## src/hdl/lsu_pkg.sv

```systemverilog
package lsu_pkg;

    // data path and address width
    localparam int XLEN = 32;

    // register file index width
    localparam int REG_ADDR_W = 5;

    // bytes per word, also the width of the byte write enable
    localparam int BYTES = XLEN / 8;

    // memory operation select
    // loads sit below 8, stores have bit 3 set
    typedef enum logic [3:0] {
        LS_SEL_LB  = 4'h0,
        LS_SEL_LBU = 4'h1,
        LS_SEL_LH  = 4'h2,
        LS_SEL_LHU = 4'h3,
        LS_SEL_LW  = 4'h4,
        LS_SEL_LWL = 4'h5,
        LS_SEL_LWR = 4'h6,
        LS_SEL_SB  = 4'h8,
        LS_SEL_SH  = 4'h9,
        LS_SEL_SW  = 4'ha,
        LS_SEL_SWL = 4'hb,
        LS_SEL_SWR = 4'hc
    } ls_sel_t;

endpackage

```

## src/hdl/lsu.sv

```systemverilog
`timescale 1ns/1ps

module lsu (
    // execute side
    input  logic                          ex_ls_ena,
    input  lsu_pkg::ls_sel_t              ex_ls_sel,
    input  logic [lsu_pkg::XLEN-1:0]      ex_ls_addr,
    input  logic [lsu_pkg::XLEN-1:0]      ex_rt_data,
    input  logic                          ex_has_exception,
    input  logic                          memc_has_exception,
    input  logic                          stall,
    output logic                          is_data_adel,
    output logic                          is_data_ades,

    // memory side, from the EX/MEM register
    input  logic                          mem_has_exception,
    input  logic                          mem_ls_ena,
    input  lsu_pkg::ls_sel_t              mem_ls_sel,
    input  logic [1:0]                    mem_addr_lo,
    input  logic [lsu_pkg::XLEN-1:0]      mem_rt_data,
    output logic [lsu_pkg::XLEN-1:0]      mem_r_data,

    // data RAM
    output logic                          data_ram_en,
    output logic [lsu_pkg::BYTES-1:0]     data_ram_wen,
    output logic [lsu_pkg::XLEN-1:0]      data_ram_addr,
    output logic [lsu_pkg::XLEN-1:0]      data_ram_wdata,
    input  logic [lsu_pkg::XLEN-1:0]      data_ram_rdata
);

    logic [1:0]                  ex_off;
    logic                        is_half_ld;
    logic [lsu_pkg::BYTES-1:0]   wen_raw;
    // ram word with the addressed byte moved down to bit 0
    logic [lsu_pkg::XLEN-1:0]    rd_shift;

    assign ex_off = ex_ls_addr[1:0];

    assign is_half_ld = (ex_ls_sel == lsu_pkg::LS_SEL_LH) |
                        (ex_ls_sel == lsu_pkg::LS_SEL_LHU);

    assign is_data_adel = ex_ls_ena & (
        (is_half_ld & ex_off[0]) |
        ((ex_ls_sel == lsu_pkg::LS_SEL_LW) & (|ex_off))
    );

    assign is_data_ades = ex_ls_ena & (
        ((ex_ls_sel == lsu_pkg::LS_SEL_SH) & ex_off[0]) |
        ((ex_ls_sel == lsu_pkg::LS_SEL_SW) & (|ex_off))
    );

    // any fault here or downstream, or a stall, keeps the access off the ram
    assign data_ram_en = ex_ls_ena &
                         ~is_data_adel &
                         ~is_data_ades &
                         ~ex_has_exception &
                         ~mem_has_exception &
                         ~memc_has_exception &
                         ~stall;

    assign data_ram_addr = ex_ls_addr;

    // store formatting
    always_comb begin
        wen_raw = '0;
        data_ram_wdata = '0;
        case (ex_ls_sel)
            lsu_pkg::LS_SEL_SB: begin
                wen_raw = 4'b0001 << ex_off;
                data_ram_wdata = {4{ex_rt_data[7:0]}};
            end
            lsu_pkg::LS_SEL_SH: begin
                wen_raw = ex_off[1] ? 4'b1100 : 4'b0011;
                data_ram_wdata = {2{ex_rt_data[15:0]}};
            end
            lsu_pkg::LS_SEL_SW: begin
                wen_raw = 4'b1111;
                data_ram_wdata = ex_rt_data;
            end
            // top bytes of rt go to the low end of the word
            lsu_pkg::LS_SEL_SWL: begin
                case (ex_off)
                    2'b00: begin
                        wen_raw = 4'b0001;
                        data_ram_wdata = {24'h0, ex_rt_data[31:24]};
                    end
                    2'b01: begin
                        wen_raw = 4'b0011;
                        data_ram_wdata = {16'h0, ex_rt_data[31:16]};
                    end
                    2'b10: begin
                        wen_raw = 4'b0111;
                        data_ram_wdata = {8'h0, ex_rt_data[31:8]};
                    end
                    default: begin
                        wen_raw = 4'b1111;
                        data_ram_wdata = ex_rt_data;
                    end
                endcase
            end
            // low bytes of rt go to the high end of the word
            lsu_pkg::LS_SEL_SWR: begin
                case (ex_off)
                    2'b00: begin
                        wen_raw = 4'b1111;
                        data_ram_wdata = ex_rt_data;
                    end
                    2'b01: begin
                        wen_raw = 4'b1110;
                        data_ram_wdata = {ex_rt_data[23:0], 8'h0};
                    end
                    2'b10: begin
                        wen_raw = 4'b1100;
                        data_ram_wdata = {ex_rt_data[15:0], 16'h0};
                    end
                    default: begin
                        wen_raw = 4'b1000;
                        data_ram_wdata = {ex_rt_data[7:0], 24'h0};
                    end
                endcase
            end
            default: begin
                wen_raw = '0;
                data_ram_wdata = '0;
            end
        endcase
    end

    assign data_ram_wen = {lsu_pkg::BYTES{data_ram_en}} & wen_raw;

    // load alignment, one cycle after the access
    assign rd_shift = data_ram_rdata >> {mem_addr_lo, 3'b000};

    always_comb begin
        mem_r_data = '0;
        if (mem_ls_ena) begin
            case (mem_ls_sel)
                lsu_pkg::LS_SEL_LB: begin
                    mem_r_data = {{24{rd_shift[7]}}, rd_shift[7:0]};
                end
                lsu_pkg::LS_SEL_LBU: begin
                    mem_r_data = {24'h0, rd_shift[7:0]};
                end
                lsu_pkg::LS_SEL_LH: begin
                    mem_r_data = {{16{rd_shift[15]}}, rd_shift[15:0]};
                end
                lsu_pkg::LS_SEL_LHU: begin
                    mem_r_data = {16'h0, rd_shift[15:0]};
                end
                lsu_pkg::LS_SEL_LW: begin
                    mem_r_data = data_ram_rdata;
                end
                lsu_pkg::LS_SEL_LWL: begin
                    case (mem_addr_lo)
                        2'b00: mem_r_data = {data_ram_rdata[7:0], mem_rt_data[23:0]};
                        2'b01: mem_r_data = {data_ram_rdata[15:0], mem_rt_data[15:0]};
                        2'b10: mem_r_data = {data_ram_rdata[23:0], mem_rt_data[7:0]};
                        default: mem_r_data = data_ram_rdata;
                    endcase
                end
                lsu_pkg::LS_SEL_LWR: begin
                    case (mem_addr_lo)
                        2'b00: mem_r_data = data_ram_rdata;
                        2'b01: mem_r_data = {mem_rt_data[31:24], data_ram_rdata[31:8]};
                        2'b10: mem_r_data = {mem_rt_data[31:16], data_ram_rdata[31:16]};
                        default: mem_r_data = {mem_rt_data[31:8], data_ram_rdata[31:24]};
                    endcase
                end
                // stores return nothing
                default: begin
                    mem_r_data = '0;
                end
            endcase
        end
    end

endmodule

```

## config.mk

```make
export PLATFORM = sky130hd
export DESIGN_NAME = lsu
export DESIGN_NICKNAME = d
export VERILOG_FILES = /design/src/hdl/lsu_pkg.sv /design/src/hdl/lsu.sv
export SDC_FILE = /design/constraint.sdc
export NUM_CORES = 1
export LEC_CHECK = 0
export ABC_AREA = 1
export BUFFER_PORTS_ARGS = -buffer_cell sky130_fd_sc_hd__buf_2
export CAP_MARGIN = 20
export CORE_MARGIN = 1.5
export CORE_UTILIZATION = 46
export DETAILED_ROUTE_END_ITERATION = 8
export PLACE_DENSITY = 0.89
export RECOVER_POWER = 50
export SYNTH_ARGS = -nofsm -noshare
export SYNTH_HDL_FRONTEND = slang
export SYNTH_SLANG_ARGS = --single-unit
```

## constraint.sdc

```tcl
create_clock -name vclk -period 2.6
set_input_delay 0.78 -clock vclk [all_inputs]
set_output_delay 0.78 -clock vclk [all_outputs]
set_load 0.005 [all_outputs]
```

==> results_dict.tcl, run 1 <==
set metrics [dict create \
    worst_endpoint_kind "output port" \
    syn_area_per_cell_sq_um 4.46 \
    grt_max_degree 19 \
    synth_area_leaders "nand2_1, nor2_1, nand3_1" \
    rows 33 \
    die_w_microns 95.2 \
    initial_core_util_pct 47.6 \
    place_congestion 1.04 \
    synth_common_cells "nand2_1, nor2_1, nand3_1" \
    status "stopped before the end" \
    overflow 387 \
    synth_most_common_cell "nand2_1" \
    cts_hold_buf 0 \
    fp.dieH_microns 95.2 \
    synth_cell_types 28 \
    postGrtWorstEndpoint "data_ram_wdata[14]" \
    yosysWarnings 0 \
    syn-num-nets 1020 \
    tool.error "[ERROR GRT-0232] Routing congestion too high. Check the congestion heatmap in the GUI." \
    dpl_cell_area_sq_um 5370 \
    yosysTopAreaCellShare_pct 29.5 \
    synth-seq-area-share_pct 0 \
    grt_util_all_layers_pct 89.8 \
    synthesis.area_sq_um 3910 \
    hpwl_microns 14300 \
    ios 247 \
    synthCells 876 \
    portBuffers 187 \
    stop_stage "5_1_grt" \
    synth_area_leader_cell "nand2_1" \
]
[per-layer routing]
layer / track usage (%) / overflow
met4: 107 / 120
met2: 112 / 258
met5: 32.7 / 0
met3: 73.0 / 6
met1: 80.5 / 3
[per-stage QoR]
| step | utilization, % | setup slack [ns] | instances |
|---|---|---|---|
| 2_1_floorplan | - | 0.0342 | 876 |
| 3_3_place_gp | 65.4 | -0.195 | 1201 |
| 3_5_place_dp | 65.4 | -0.263 | 1201 |
| 4_1_cts | 77.9 | -0.129 | 1228 |
[cell families after synthesis]
logic type	synth area share, %
and+or+nand+nor	63.9
buffers and inverters	19.1
AOI/OAI and AO/OA	17.1
[repair_timing]
item,in CTS
gates cloned,9
setup buffers,19
endpoints found under the setup margin,70
pin swaps,61
gates resized for setup,224
==> run 2: changes to the inputs <==
CORE_UTILIZATION = 40   (was 46)
PLACE_DENSITY = not set   (was 0.89)
PLACE_DENSITY_LB_ADDON = 0.15   (was not set)
==> run 2 against run 1 <==
Effect of this change: the flow now finishes, with violations (setup timing); area after synthesis unchanged; synthesized cell count unchanged.
==> results_dict.tcl, run 2 <==
set metrics [dict create \
    maxUsedRoutingLayer "met4" \
    initial_core_util_pct 41.7 \
    dr_wl_met3_microns 2600 \
    synth-seq-area-share_pct 0 \
    rsz0062_at_grt "true" \
    rows 35 \
    seq_area_sq_um 0 \
    synth_area_leaders "nand2_1, nor2_1, nand3_1" \
    required_ns 1.82 \
    ant_nets 0 \
    synth_most_common_cell "nand2_1" \
    synth_cell_types 28 \
    fp.dieH_microns 102 \
    p_leak_nw 3.68 \
    final_cell_mix "nand2_1, buf_2, nor2_1" \
    fin_crit_sh_pct 107 \
    drc 0 \
    startpoint_type "input pin" \
    synth_common_cells "nand2_1, nor2_1, nand3_1" \
    core_sq_um 9370 \
    finalSetupTns_ns -5.12 \
    slew_violations 0 \
    yosysWarnings 0 \
    layout_commonest_cell "nand2_1" \
    fin_util_pct 70.3 \
    postLayoutCellArea_sq_um 6590 \
    crit_type "input pin to output port" \
    overflow 0 \
    failed_checks "setup timing" \
    dieArea_sq_um 10400 \
    relSlewSlack_pct 81.4 \
    wl_met1_microns 7680 \
    status "complete, but fails checks" \
    routed-wl-met2_microns 8800 \
    place_congestion 1.04 \
    setup_ws_ns -0.171 \
    setup_viol 58 \
    drtIter0Drc 706 \
    p_per_area_nw_per_um2 145 \
    viasPerCell 5.51 \
    portBuffers 187 \
    die_w_microns 102 \
    min_path_type "input pin to output port" \
    layout.nets 1262 \
    antenna_found_initial 2 \
    grt_util_all_layers_pct 36.2 \
    dpl_cell_area_sq_um 5400 \
    end_kind "output port" \
    grt_pass1_vias 6075 \
    cp_max_fo 11 \
    ios 247 \
    syn-num-nets 1020 \
    crit_buf_inv 4 \
    drv_cap 0 \
    layout-drive-gt1-share_pct 40.9 \
    ir_worst_vdd_v 0.0000862 \
    post_drt_wl_per_cell_microns 16.1 \
    crit_family "simple AND/OR/NAND/NOR gates" \
    drt_wl_total_microns 20100 \
    hpwl_microns 13800 \
    synthToLayoutAreaGrowth_pct 68.7 \
    yosysTopAreaCellShare_pct 29.5 \
    crit_chain "buf_8, inv_8, nand2_8, nor3_4, nand2_2, nand3_2, buf_12, nand2_1, nand4_1, buf_2" \
    clock_buffers 0 \
    synthesis.area_sq_um 3910 \
    hold_viol 0 \
    grt_max_degree 27 \
    dr.pass1.iters 5 \
    post-route-min-period_ns 2.77 \
    tightest_slew_ns 0.277 \
    via_count 6872 \
    grt_pass1_wl_microns 30100 \
    syn_area_per_cell_sq_um 4.46 \
    max_freq_ghz 0.361 \
    arrival_ns 1.99 \
    critPathSlowestCell "nor3_4" \
    synthCells 876 \
    seq_cells 0 \
    slowest_delay_ns 0.28 \
    synth_area_leader_cell "nand2_1" \
]
[run 2: what timing repair did]
action	4_1_cts	5_1_grt
pin swaps	44	54
cloned	9	1
hold buffers	0	0
setup buffers	16	6
setup endpoints to repair	70	70
gates resized for setup	163	126
[run 2: final timing paths]
check / start / to / slack [ns] / cells after the start
setup / recovery: ex_ls_sel[2] / data_ram_wdata[23] / -0.17 / 10
hold / removal: ex_ls_addr[10] / data_ram_addr[10] / 1.56 / 0
[run 2: area by class of cell]
class	count	area (sq um)
multi-input cells	724	3800
repair buffers	311	2270
fillers	878	2780
diodes	2	5.00
inverters	81	349
well taps	129	161
[run 2: stage by stage]
stage | hold WS (ns) | setup slack, ns | cells | power (mW)
2_1_floorplan | 1.64 | 0.0342 | 876 | 0.408
3_3_place_gp | 1.56 | -0.246 | 1220 | 0.741
3_5_place_dp | 1.56 | -0.246 | 1220 | 0.741
4_1_cts | 1.56 | -0.130 | 1243 | 0.855
5_1_grt | 1.56 | -0.219 | 1247 | 1.03
6_report | 1.56 | -0.171 | 1247 | 0.953
[run 2: cells by family after synthesis]
| group | Yosys count | synth area share, % |
|---|---|---|
| AOI/OAI and AO/OA | 119 | 17.1 |
| and+or+nand+nor | 604 | 63.9 |
| buffers and inverters | 153 | 19.1 |
[run 2: per-layer routing]
| layer | GRT usage, % | vias to the layer above |
|---|---|---|
| li1 | - | 3277 |
| met1 | 49.5 | 2976 |
| met2 | 56.0 | 515 |
| met3 | 4.72 | 104 |
| met4 | 17.9 | 0 |
| met5 | 0 | - |
[run 2: report_power, final]
group | internal, mW | switching (mW)
logic | 0.411 | 0.542
registers | 0 | 0
clock network | 0.000000103 | 0
total | 0.411 | 0.542
Note: power is estimated with default switching activity, not from simulation.
