### src/hdl/lsu_pkg.sv
package lsu_pkg;

    // data path and address width
    localparam int XLEN = 32;

    // register file index width
    localparam int REG_ADDR_W = 5;

    // bytes per word, also the width of the byte write enable
    localparam int BYTES = XLEN / 8;

    // memory operation select
    // loads sit below 8, stores have bit 3 set
    typedef enum logic [3:0] {
        LS_SEL_LB  = 4'h0,
        LS_SEL_LBU = 4'h1,
        LS_SEL_LH  = 4'h2,
        LS_SEL_LHU = 4'h3,
        LS_SEL_LW  = 4'h4,
        LS_SEL_LWL = 4'h5,
        LS_SEL_LWR = 4'h6,
        LS_SEL_SB  = 4'h8,
        LS_SEL_SH  = 4'h9,
        LS_SEL_SW  = 4'ha,
        LS_SEL_SWL = 4'hb,
        LS_SEL_SWR = 4'hc
    } ls_sel_t;

endpackage

### src/hdl/ex_mem_reg.sv
`timescale 1ns/1ps

module ex_mem_reg (
    input  logic                              clk,
    input  logic                              rst,
    input  logic                              stall,

    input  logic                              ex_ls_ena,
    input  lsu_pkg::ls_sel_t                  ex_ls_sel,
    input  logic [1:0]                        ex_ls_addr_lo,
    input  logic [lsu_pkg::XLEN-1:0]          ex_rt_data,
    input  logic                              ex_w_reg_ena,
    input  logic [lsu_pkg::REG_ADDR_W-1:0]    ex_w_reg_dst,
    input  logic                              ex_has_exception,
    input  logic                              is_data_adel,
    input  logic                              is_data_ades,

    output logic                              mem_ls_ena,
    output lsu_pkg::ls_sel_t                  mem_ls_sel,
    output logic [1:0]                        mem_addr_lo,
    output logic [lsu_pkg::XLEN-1:0]          mem_rt_data,
    output logic                              mem_w_reg_ena,
    output logic [lsu_pkg::REG_ADDR_W-1:0]    mem_w_reg_dst,
    output logic                              mem_has_exception
);

    logic has_exception;

    // fault from execute merged with the address errors found here
    assign has_exception = ex_has_exception | is_data_adel | is_data_ades;

    always_ff @(posedge clk) begin
        if (rst) begin
            mem_ls_ena <= 1'b0;
            mem_w_reg_ena <= 1'b0;
            mem_has_exception <= 1'b0;
        end else if (!stall) begin
            // a faulting instruction leaves no load and no writeback behind
            mem_ls_ena <= ex_ls_ena & ~has_exception;
            mem_w_reg_ena <= ex_w_reg_ena & ~has_exception;
            mem_has_exception <= has_exception;
        end
    end

    always_ff @(posedge clk) begin
        if (!stall) begin
            mem_ls_sel <= ex_ls_sel;
            mem_addr_lo <= ex_ls_addr_lo;
            mem_rt_data <= ex_rt_data;
            mem_w_reg_dst <= ex_w_reg_dst;
        end
    end

    a_exc_no_side_effect: assert property (
        @(posedge clk) disable iff (rst)
        mem_has_exception |-> (!mem_w_reg_ena && !mem_ls_ena)
    );

    // the load side of lsu sees a frozen instruction while stalled
    a_stall_hold: assert property (
        @(posedge clk) disable iff (rst)
        stall |=> ($stable(mem_ls_ena) &&
                   $stable(mem_ls_sel) &&
                   $stable(mem_addr_lo) &&
                   $stable(mem_rt_data) &&
                   $stable(mem_w_reg_ena) &&
                   $stable(mem_w_reg_dst) &&
                   $stable(mem_has_exception))
    );

endmodule

### config.mk
export PLATFORM = sky130hd
export DESIGN_NAME = ex_mem_reg
export DESIGN_NICKNAME = d
export VERILOG_FILES = /design/src/hdl/lsu_pkg.sv /design/src/hdl/ex_mem_reg.sv
export SDC_FILE = /design/constraint.sdc
export NUM_CORES = 1
export LEC_CHECK = 0
export BUFFER_PORTS_ARGS = -buffer_cell sky130_fd_sc_hd__buf_2
export CORE_AREA = 5 5 64 66
export DETAILED_ROUTE_END_ITERATION = 8
export DIE_AREA = 0 0 69 71
export GPL_ROUTABILITY_DRIVEN = 0
export GPL_TIMING_DRIVEN = 1
export PLACE_DENSITY = 0.91
export SLEW_MARGIN = 20
export SYNTH_ARGS = -nofsm -noshare
export SYNTH_HDL_FRONTEND = slang
export SYNTH_SLANG_ARGS = --single-unit
export TNS_END_PERCENT = 30
### constraint.sdc
create_clock -name clk -period 4.3 [get_ports clk]
set_clock_uncertainty 0.15 [all_clocks]
set_input_delay 0.43 -clock clk [delete_from_list [all_inputs] [get_ports clk]]
set_output_delay 0.43 -clock clk [all_outputs]
set_load 0.01 [all_outputs]
Word level (Yosys, flattened, before mapping)
Index checks and enable logic that the tools add are counted.
{"block": "word_totals", "memories": 0, "romBits": 0, "latchBits": 0, "mem_bits_rw": 0, "input_bits": 51, "word_cells": 12, "regBits": 46, "output_inout_bits": 46}
{"block": "classes", "mul": 0, "n_mux": 0, "n_reduce_logical": 0, "addsub": 0, "order_cmp": 0, "n_shift": 0, "eq_ne": 0, "div": 0, "bitwise": 5}
{"op": "1-bit AND", "count": 2}
{"op": "1-bit bitwise OR", "count": 2}
{"op": "1-bit inverter", "count": 1}

Longest topological paths before layout
Gate-level depths: netlist of the first run.
{"block": "logic_depth", "word_depth": 4, "depth_mapped": 2}

Worst setup path before layout of the first run
No wires, ideal clock.
{"block": "synth_timing", "path_kind": "in2reg", "from": "input port stall", "to": "register mem_addr_lo[0] (enable)", "stages": 1, "required_ns": 3.751, "arrival_time_ns": 1.297, "slack_ns": 2.454, "setup_time_ns": 0.399, "path_buffers": 0, "path_cell_list": "inv_1"}
{"item": "start: declaration", "line_no": "ex_mem_reg.sv:6", "text": "input logic stall,"}
{"item": "end signal: assignment", "line_no": "ex_mem_reg.sv:48", "text": "mem_addr_lo <= ex_ls_addr_lo;"}
{"item": "end: declaration", "line_no": "ex_mem_reg.sv:20", "text": "output logic [1:0] mem_addr_lo,"}
No word-level cell between the ends.

Final worst setup path of the first run
{"block": "layout_timing", "from": "register mem_w_reg_dst[0] (netlist name)", "to": "output port mem_w_reg_dst[0] (netlist name)"}
{"item": "start: declaration", "line_no": "ex_mem_reg.sv:23", "text": "output logic [lsu_pkg::REG_ADDR_W-1:0] mem_w_reg_dst,"}
{"item": "start signal: assignment", "line_no": "ex_mem_reg.sv:50", "text": "mem_w_reg_dst <= ex_w_reg_dst;"}
No word-level cell between the ends.

==> results of run 1 <==
==> stage by stage <==
stage | cell area (µm²) | worst slack, ns | hold slack, ns | power (mW)
final | 2010 | 2.82 | 0.0852 | 0.806
after floorplan | 1420 | 2.45 | 0.353 | 0.574
after global routing | 2010 | 2.75 | 0.0508 | 0.849
after CTS | 2010 | 2.79 | 0.0643 | 0.818
after detailed placement | 1960 | 2.53 | 0.393 | 0.632
after global placement | 1960 | 2.56 | 0.347 | 0.629
==> worst reg2reg max path, cell delays in order (launching register included) <==
cell and delay, ns:
dfxtp_1 0.36, mux2i_1 0.08, a211oi_1 0.24
==> power breakdown <==
group	switching, mW	internal (mW)	leakage (nW)
registers	0.00699	0.527	0.446
clock network	0.124	0.0624	0.0320
logic	0.0463	0.0395	0.405
==> routing by layer <==
layer	part of all wire	global-route usage
met3	0.18	0.0980
met1	0.34	0.126
met4	0.023	0.0651
met5	0	0
met2	0.45	0.178
==> layout make-up <==
cell class | instances | area [µm²]
clock inverters | 2 | 10.0
repair buffers | 96 | 480
fillers | 298 | 1510
inverters | 1 | 3.75
clock buffers | 6 | 41.3
flip-flops and latches | 46 | 1350
well taps | 48 | 60.1
multi-input cells | 8 | 63.8
==> registers in the layout, indices dropped and copies added, names as in the netlist <==
signal,cells
mem_rt_data,32
mem_w_reg_dst,5
mem_ls_sel,4
mem_addr_lo,2
mem_has_exception,1
mem_ls_ena,1
mem_w_reg_ena,1
==> placed cells by master (no fill, tap or decap) <==
master / n
edfxtp_1: 43
nor3_1: 1
or3_4: 1
clkbuf_1: 1
clkinv_2: 2
dfxtp_1: 3
nor2b_1: 1
mux2i_1: 2
clkbuf_4: 5
a211oi_1: 2
buf_2: 96
nor4_1: 1
inv_2: 1
==> worst max path at each step <==
stage | startpoint | endpoint | slack [ns] | cells past startpoint
detailed placement | stall | mem_rt_data[20] | 2.53 | 2
floorplan | stall | mem_addr_lo[0] | 2.45 | 1
CTS | mem_addr_lo[1] | mem_addr_lo[1] | 2.79 | 1
global placement | stall | mem_rt_data[17] | 2.56 | 2
global route | mem_w_reg_dst[0] | mem_w_reg_dst[0] | 2.75 | 1
finish | mem_w_reg_dst[0] | mem_w_reg_dst[0] | 2.82 | 1
==> logic make-up (layout without fill, tap and decap cells) <==
family / after synthesis / in the layout
AND/OR/NAND/NOR: 4 / 4
multiplexers: 2 / 2
AO/OA/AOI/OAI: 2 / 2
buffers and inverters: 1 / 105
flip-flops: 46 / 46
==> summary.txt, run 1 <==
R2R setup slack -> 3.38 ns
DR iter-0 viols -> 33
RSZ-0062 raised after global routing -> no
Maxcap violations -> 0
Placed Instances -> 199
CP arrival -> 0.90 ns
Largest net degree at the start of global routing -> 46
Tot GR Track Use -> 0.122
Seq/Total Area, Yosys -> 0.952
Initial Util -> 0.403
Setup_tns -> 0 ns
Leakage -> 0.883 nW
Most frequent cell after synthesis -> edfxtp_1
FF+latch count, synth -> 46
CP startpoint kind -> register
XOR/XNOR Fraction of Synth Area -> 0
Layout Utilization -> 0.571
Slowest CP cell -> edfxtp_1
Routed Antenna Nets -> 0
Crit path largest cell delay -> 0.39 ns
Crit. End Element -> output port
DR vias -> 900
Mapped Cells -> 55
N_diodes -> 0
Final #Nets -> 209
GRT overflow -> 0
Worst R2R End -> mem_ls_ena
Die Ht -> 71 µm
Compound-Gate Fraction of Synth Area -> 0.0106
Slew @ Worst Pin -> 0.875 ns
WP data required -> 3.72 ns
Worst-path clk slew -> 0.13 ns
Vias in the first global route -> 937
Cts hold-fix bufs -> 0
Slew Limit Fails -> 0
Most frequent cells after synthesis -> 43 x edfxtp_1, 3 x dfxtp_1, 2 x a211oi_1, 2 x mux2i_1
Family with the most delay on the worst path -> flip-flops
Post-layout minimum cycle time -> 1.48 ns
Total CTS buffers -> 5
Reg2reg start -> mem_ls_ena
Buf/Inv on CP -> 1
Root Buffer -> clkbuf_4
Min-Delay Path Depth -> 1
Fraction of layout cells with a size suffix above 1 -> 0.660
Post-synthesis mux area share -> 0.0141
Worst-path cell chain -> buf_2
Largest family of logic cells by synthesized area -> simple AND/OR/NAND/NOR gates
Origin of the worst min-delay path -> ex_rt_data[18]
Clk buf depth -> 2
Worst-path maximum fanout -> 1
Top post-synthesis cells by area -> edfxtp_1 91%, dfxtp_1 4.2%, mux2i_1 1.4%
Worst VDD drop -> 0.000233 V
Syn-to-layout area delta -> 41.7%
Maximum clock rate -> 0.676 GHz
Ports -> 97
WL per Instance -> 13.9 µm
Asr flop ratio synth -> 0
Hold path endpoint -> mem_rt_data[18]
Mean post-synth cell area -> 25.8 µm²
Full die area -> 0.00490 mm²
Ys Warns -> 0
Endpoints failing setup -> 0
First-pass GRT wire length -> 4400 µm
Die X -> 69 µm
Setup CP Type -> reg -> out
Unique masters post-synth -> 9
Simple-Gate Fraction of Synth Area -> 0.0203
R2R depth -> 2
Final cell count without fillers -> 207
Post_cts resized -> 0
Drt total wl -> 2880 µm
Area leader, netlist -> edfxtp_1
Core footprint -> 0.00352 mm²
TritonCTS clock tree -> built
Clk sinks -> 46
Final Hold Fails -> 0
DP HPWL -> 2290 µm
Post-synth EDFFs -> 43
Initial antenna violation count -> 0
Cell Pwr Density -> 401 mW/mm²
Number of core rows -> 22
Avg Vias per Cell -> 4.35
Status -> finished clean
Synthesized Nets -> 106
Max-slew headroom -> 0.416
Share of the synthesized area in the top cell type -> 0.910
Port bufs -> 96
Cell Area, Synth -> 0.00142 mm²
Post-synth top flop -> edfxtp_1
Drt pass-1 iters -> 4
Worst min-delay path category -> in -> reg
DRC viols -> 0
CTS HTree Levels -> 2
Adder-cell share of the synthesized area -> 0
Final period util -> 0.344
Buffers inserted by post-CTS timing repair -> 0
Worst-Skew Late Latency -> 0.35 ns
No activity file was read; power rests on OpenSTA's default activity.
==> run 2, diff against run 1 <==
ABC_AREA = 1   (was not set)
CORE_AREA = 5 5 70 72   (was 5 5 64 66)
DIE_AREA = 0 0 75 77   (was 0 0 69 71)
PLACE_DENSITY = 0.82   (was 0.91)
clock period = 1.2 ns   (was 4.3 ns; I/O delays follow)
==> summary.txt, run 2 <==
Status -> finished clean (unchanged)
Endpoints failing setup -> 0 (unchanged)
Buf/Inv on CP -> 1 (unchanged)
CP startpoint kind -> register (unchanged)
Worst hold slack -> 0.0534 ns (was 0.0852 ns)
TritonCTS clock tree -> built (unchanged)
Tot GR Track Use -> 0.136 (was 0.122)
Most frequent cells after synthesis -> 43 x edfxtp_1, 7 x inv_1, 5 x nand2_1, 5 x nor2_1 (was 43 x edfxtp_1, 3 x dfxtp_1, 2 x a211oi_1, 2 x mux2i_1)
CTS HTree Levels -> 2 (unchanged)
CP arrival -> 0.82 ns (was 0.90 ns)
Avg Vias per Cell -> 4.09 (was 4.35)
Worst min-delay path category -> in -> reg (unchanged)
Slowest CP cell -> edfxtp_1 (unchanged)
Worst-path clk slew -> 0.07 ns (was 0.13 ns)
Total CTS buffers -> 5 (unchanged)
Reg2reg start -> mem_w_reg_ena (was mem_ls_ena)
Ys Warns -> 0 (unchanged)
Full die area -> 0.00578 mm² (was 0.00490 mm²)
Filler cells -> 324 (was 298)
RSZ-0062 raised after global routing -> no (unchanged)
Die X -> 75 µm (was 69 µm)
Crit path launch -> mem_rt_data[19] (was mem_w_reg_dst[0])
Slew Limit Fails -> 0 (unchanged)
DR iter-0 viols -> 22 (was 33)
Core footprint -> 0.00423 mm² (was 0.00352 mm²)
N_diodes -> 0 (unchanged)
Port bufs -> 96 (unchanged)
Crit path largest cell delay -> 0.38 ns (was 0.39 ns)
First-pass GRT wire length -> 5810 µm (was 4400 µm)
Biggest regs -> mem_rt_data: 32 flops, mem_w_reg_dst: 5 flops, mem_ls_sel: 4 flops (unchanged)
Drt pass-1 iters -> 4 (unchanged)
Final worst slack -> 0.107 ns (was 2.82 ns)
Share of the synthesized area in the top cell type -> 0.897 (was 0.910)
Max reg flops -> 32 (unchanged)
Placed Instances -> 218 (was 199)
Ports -> 97 (unchanged)
Seq/Total Area, Yosys -> 0.939 (was 0.952)
Final period util -> 0.911
Largest net degree at the start of global routing -> 28 (was 46)
Most frequent cell after synthesis -> edfxtp_1 (unchanged)
Final Hold Fails -> 0 (unchanged)
Top reg by flops -> mem_rt_data (unchanged)
Origin of the worst min-delay path -> stall (was ex_rt_data[18])
Setup_tns -> 0 ns (unchanged)
Initial Util -> 0.340 (was 0.403)
Slew @ Worst Pin -> 0.180 ns (was 0.875 ns)
Leakage -> 1.16 nW (was 0.883 nW)
Mapped Cells -> 68 (was 55)
Area leader, netlist -> edfxtp_1 (unchanged)
Post-Place Cell Area -> 0.00202 mm² (was 0.00196 mm²)
Pre-CTS setup slack -> 0.201 ns (was 2.53 ns)
Most frequent cells in the layout -> 96 x buf_2, 50 x dlygate4sd3_1, 43 x edfxtp_1 (was 96 x buf_2, 43 x edfxtp_1, 5 x clkbuf_4)
Vias in the first global route -> 1225 (was 937)
Post-synth EDFFs -> 43 (unchanged)
FF+latch count, synth -> 46 (unchanged)
Commonest non-fill, non-tap cell in the layout -> buf_2 (unchanged)
Worst-path cell chain -> buf_2 (unchanged)
Cell Pwr Density -> 1240 mW/mm² (was 401 mW/mm²)
Top post-synthesis cells by area -> edfxtp_1 90%, dfxtp_1 4.2%, inv_1 1.8% (was edfxtp_1 91%, dfxtp_1 4.2%, mux2i_1 1.4%)
Max-slew headroom -> 0.880 (was 0.416)
Worst-Skew Late Latency -> 0.28 ns (was 0.35 ns)
Post-layout minimum cycle time -> 1.09 ns
Fraction of layout cells with a size suffix above 1 -> 0.464 (was 0.660)
Clk sinks -> 46 (unchanged)
Family with the most delay on the worst path -> flip-flops (unchanged)
Final #Nets -> 274 (was 209)
Unique masters post-synth -> 8 (was 9)
WP data required -> 0.93 ns (was 3.72 ns)
Worst-path maximum fanout -> 1 (unchanged)
Post-synth top flop -> edfxtp_1 (unchanged)
Worst VDD drop -> 0.000690 V (was 0.000233 V)
Finished Cell Area -> 0.00261 mm² (was 0.00201 mm²)
Post_cts resized -> 0 (unchanged)
Drt total wl -> 3740 µm (was 2880 µm)
DR vias -> 1128 (was 900)
Maximum clock rate -> 0.915 GHz
Overall Power -> 3.24 mW (was 806 µW)
Initial antenna violation count -> 0 (unchanged)
Cell Area, Synth -> 0.00144 mm² (was 0.00142 mm²)
WL per Instance -> 13.6 µm (was 13.9 µm)
Maxcap violations -> 0 (unchanged)
Footprint of the multi-input gates -> 57.6 µm² (was 63.8 µm²)
Crit. End Element -> output port (unchanged)
Clk buf depth -> 2 (unchanged)
DRC viols -> 0 (unchanged)
Syn-to-layout area delta -> 81.0% (was 41.7%)
GRT overflow -> 0 (unchanged)
Mean post-synth cell area -> 21.2 µm² (was 25.8 µm²)
Root Buffer -> clkbuf_8 (was clkbuf_4)
Synthesized Nets -> 119 (was 106)
Register Area -> 0.00135 mm² (unchanged)
Layout Utilization -> 0.615 (was 0.571)
Setup CP Type -> reg -> out (unchanged)
Asr flop ratio synth -> 0 (unchanged)
Die Ht -> 77 µm (was 71 µm)
Number of core rows -> 24 (was 22)
Final cell count without fillers -> 276 (was 207)
Routed Antenna Nets -> 0 (unchanged)
[run 2: changes by cell type after synthesis, sizes merged, moves of 2 or more]
cell	change
a211oi	-2
inv	+7
mux2i	-2
nand2	+5
nand3	+3
nor2	+5
[run 2: cells by family after synthesis]
group,synth area share
flops,0.939
compound gates,0.00347
simple gates,0.0365
buf+inv,0.0209
[run 2: path summary, 6_finish.rpt]
| path | endpoint | slack (ns) | depth (start not counted) |
|---|---|---|---|
| worst max-delay path | mem_rt_data[19] | 0.11 | 1 |
| worst min-delay path | mem_w_reg_ena | 0.05 | 4 |
| worst max register to register | mem_w_reg_ena | 0.34 | 4 |
| worst min register to register | mem_has_exception | 0.42 | 4 |
[run 2: worst register-to-register path, delay by kind of cell (launching register included)]
family / cells / cell delay [ns]
buf+inv: 1 / 0.05
simple gates: 3 / 0.26
flops: 1 / 0.35
[run 2: layout make-up]
cell class | instances | share of cell area
sequential | 46 | 0.519
timing repair buffer | 148 | 0.392
inverter | 8 | 0.0115
clock buffer | 8 | 0.0307
multi-input combinational | 14 | 0.0221
tap | 52 | 0.0250
[run 2: layer usage]
| layer | global-route usage | up-vias | part of all wire |
|---|---|---|---|
| li1 | - | 552 | - |
| met1 | 0.129 | 512 | 0.32 |
| met2 | 0.257 | 56 | 0.56 |
| met3 | 0.0510 | 8 | 0.10 |
| met4 | 0.0427 | 0 | 0.016 |
| met5 | 0 | - | 0 |
[run 2: timing repair]
item | in CTS | in global routing
endpoints found under the hold margin | 46 | 0
hold buffers | 50 | 0
buffers inserted | 0 | 0
[run 2: where the power goes]
| group | switching [mW] | total, mW | internal (mW) |
|---|---|---|---|
| sequential | 0.0299 | 1.92 | 1.89 |
| combinational | 0.201 | 0.463 | 0.262 |
| clock | 0.442 | 0.855 | 0.413 |
| total | 0.673 | 3.24 | 2.56 |
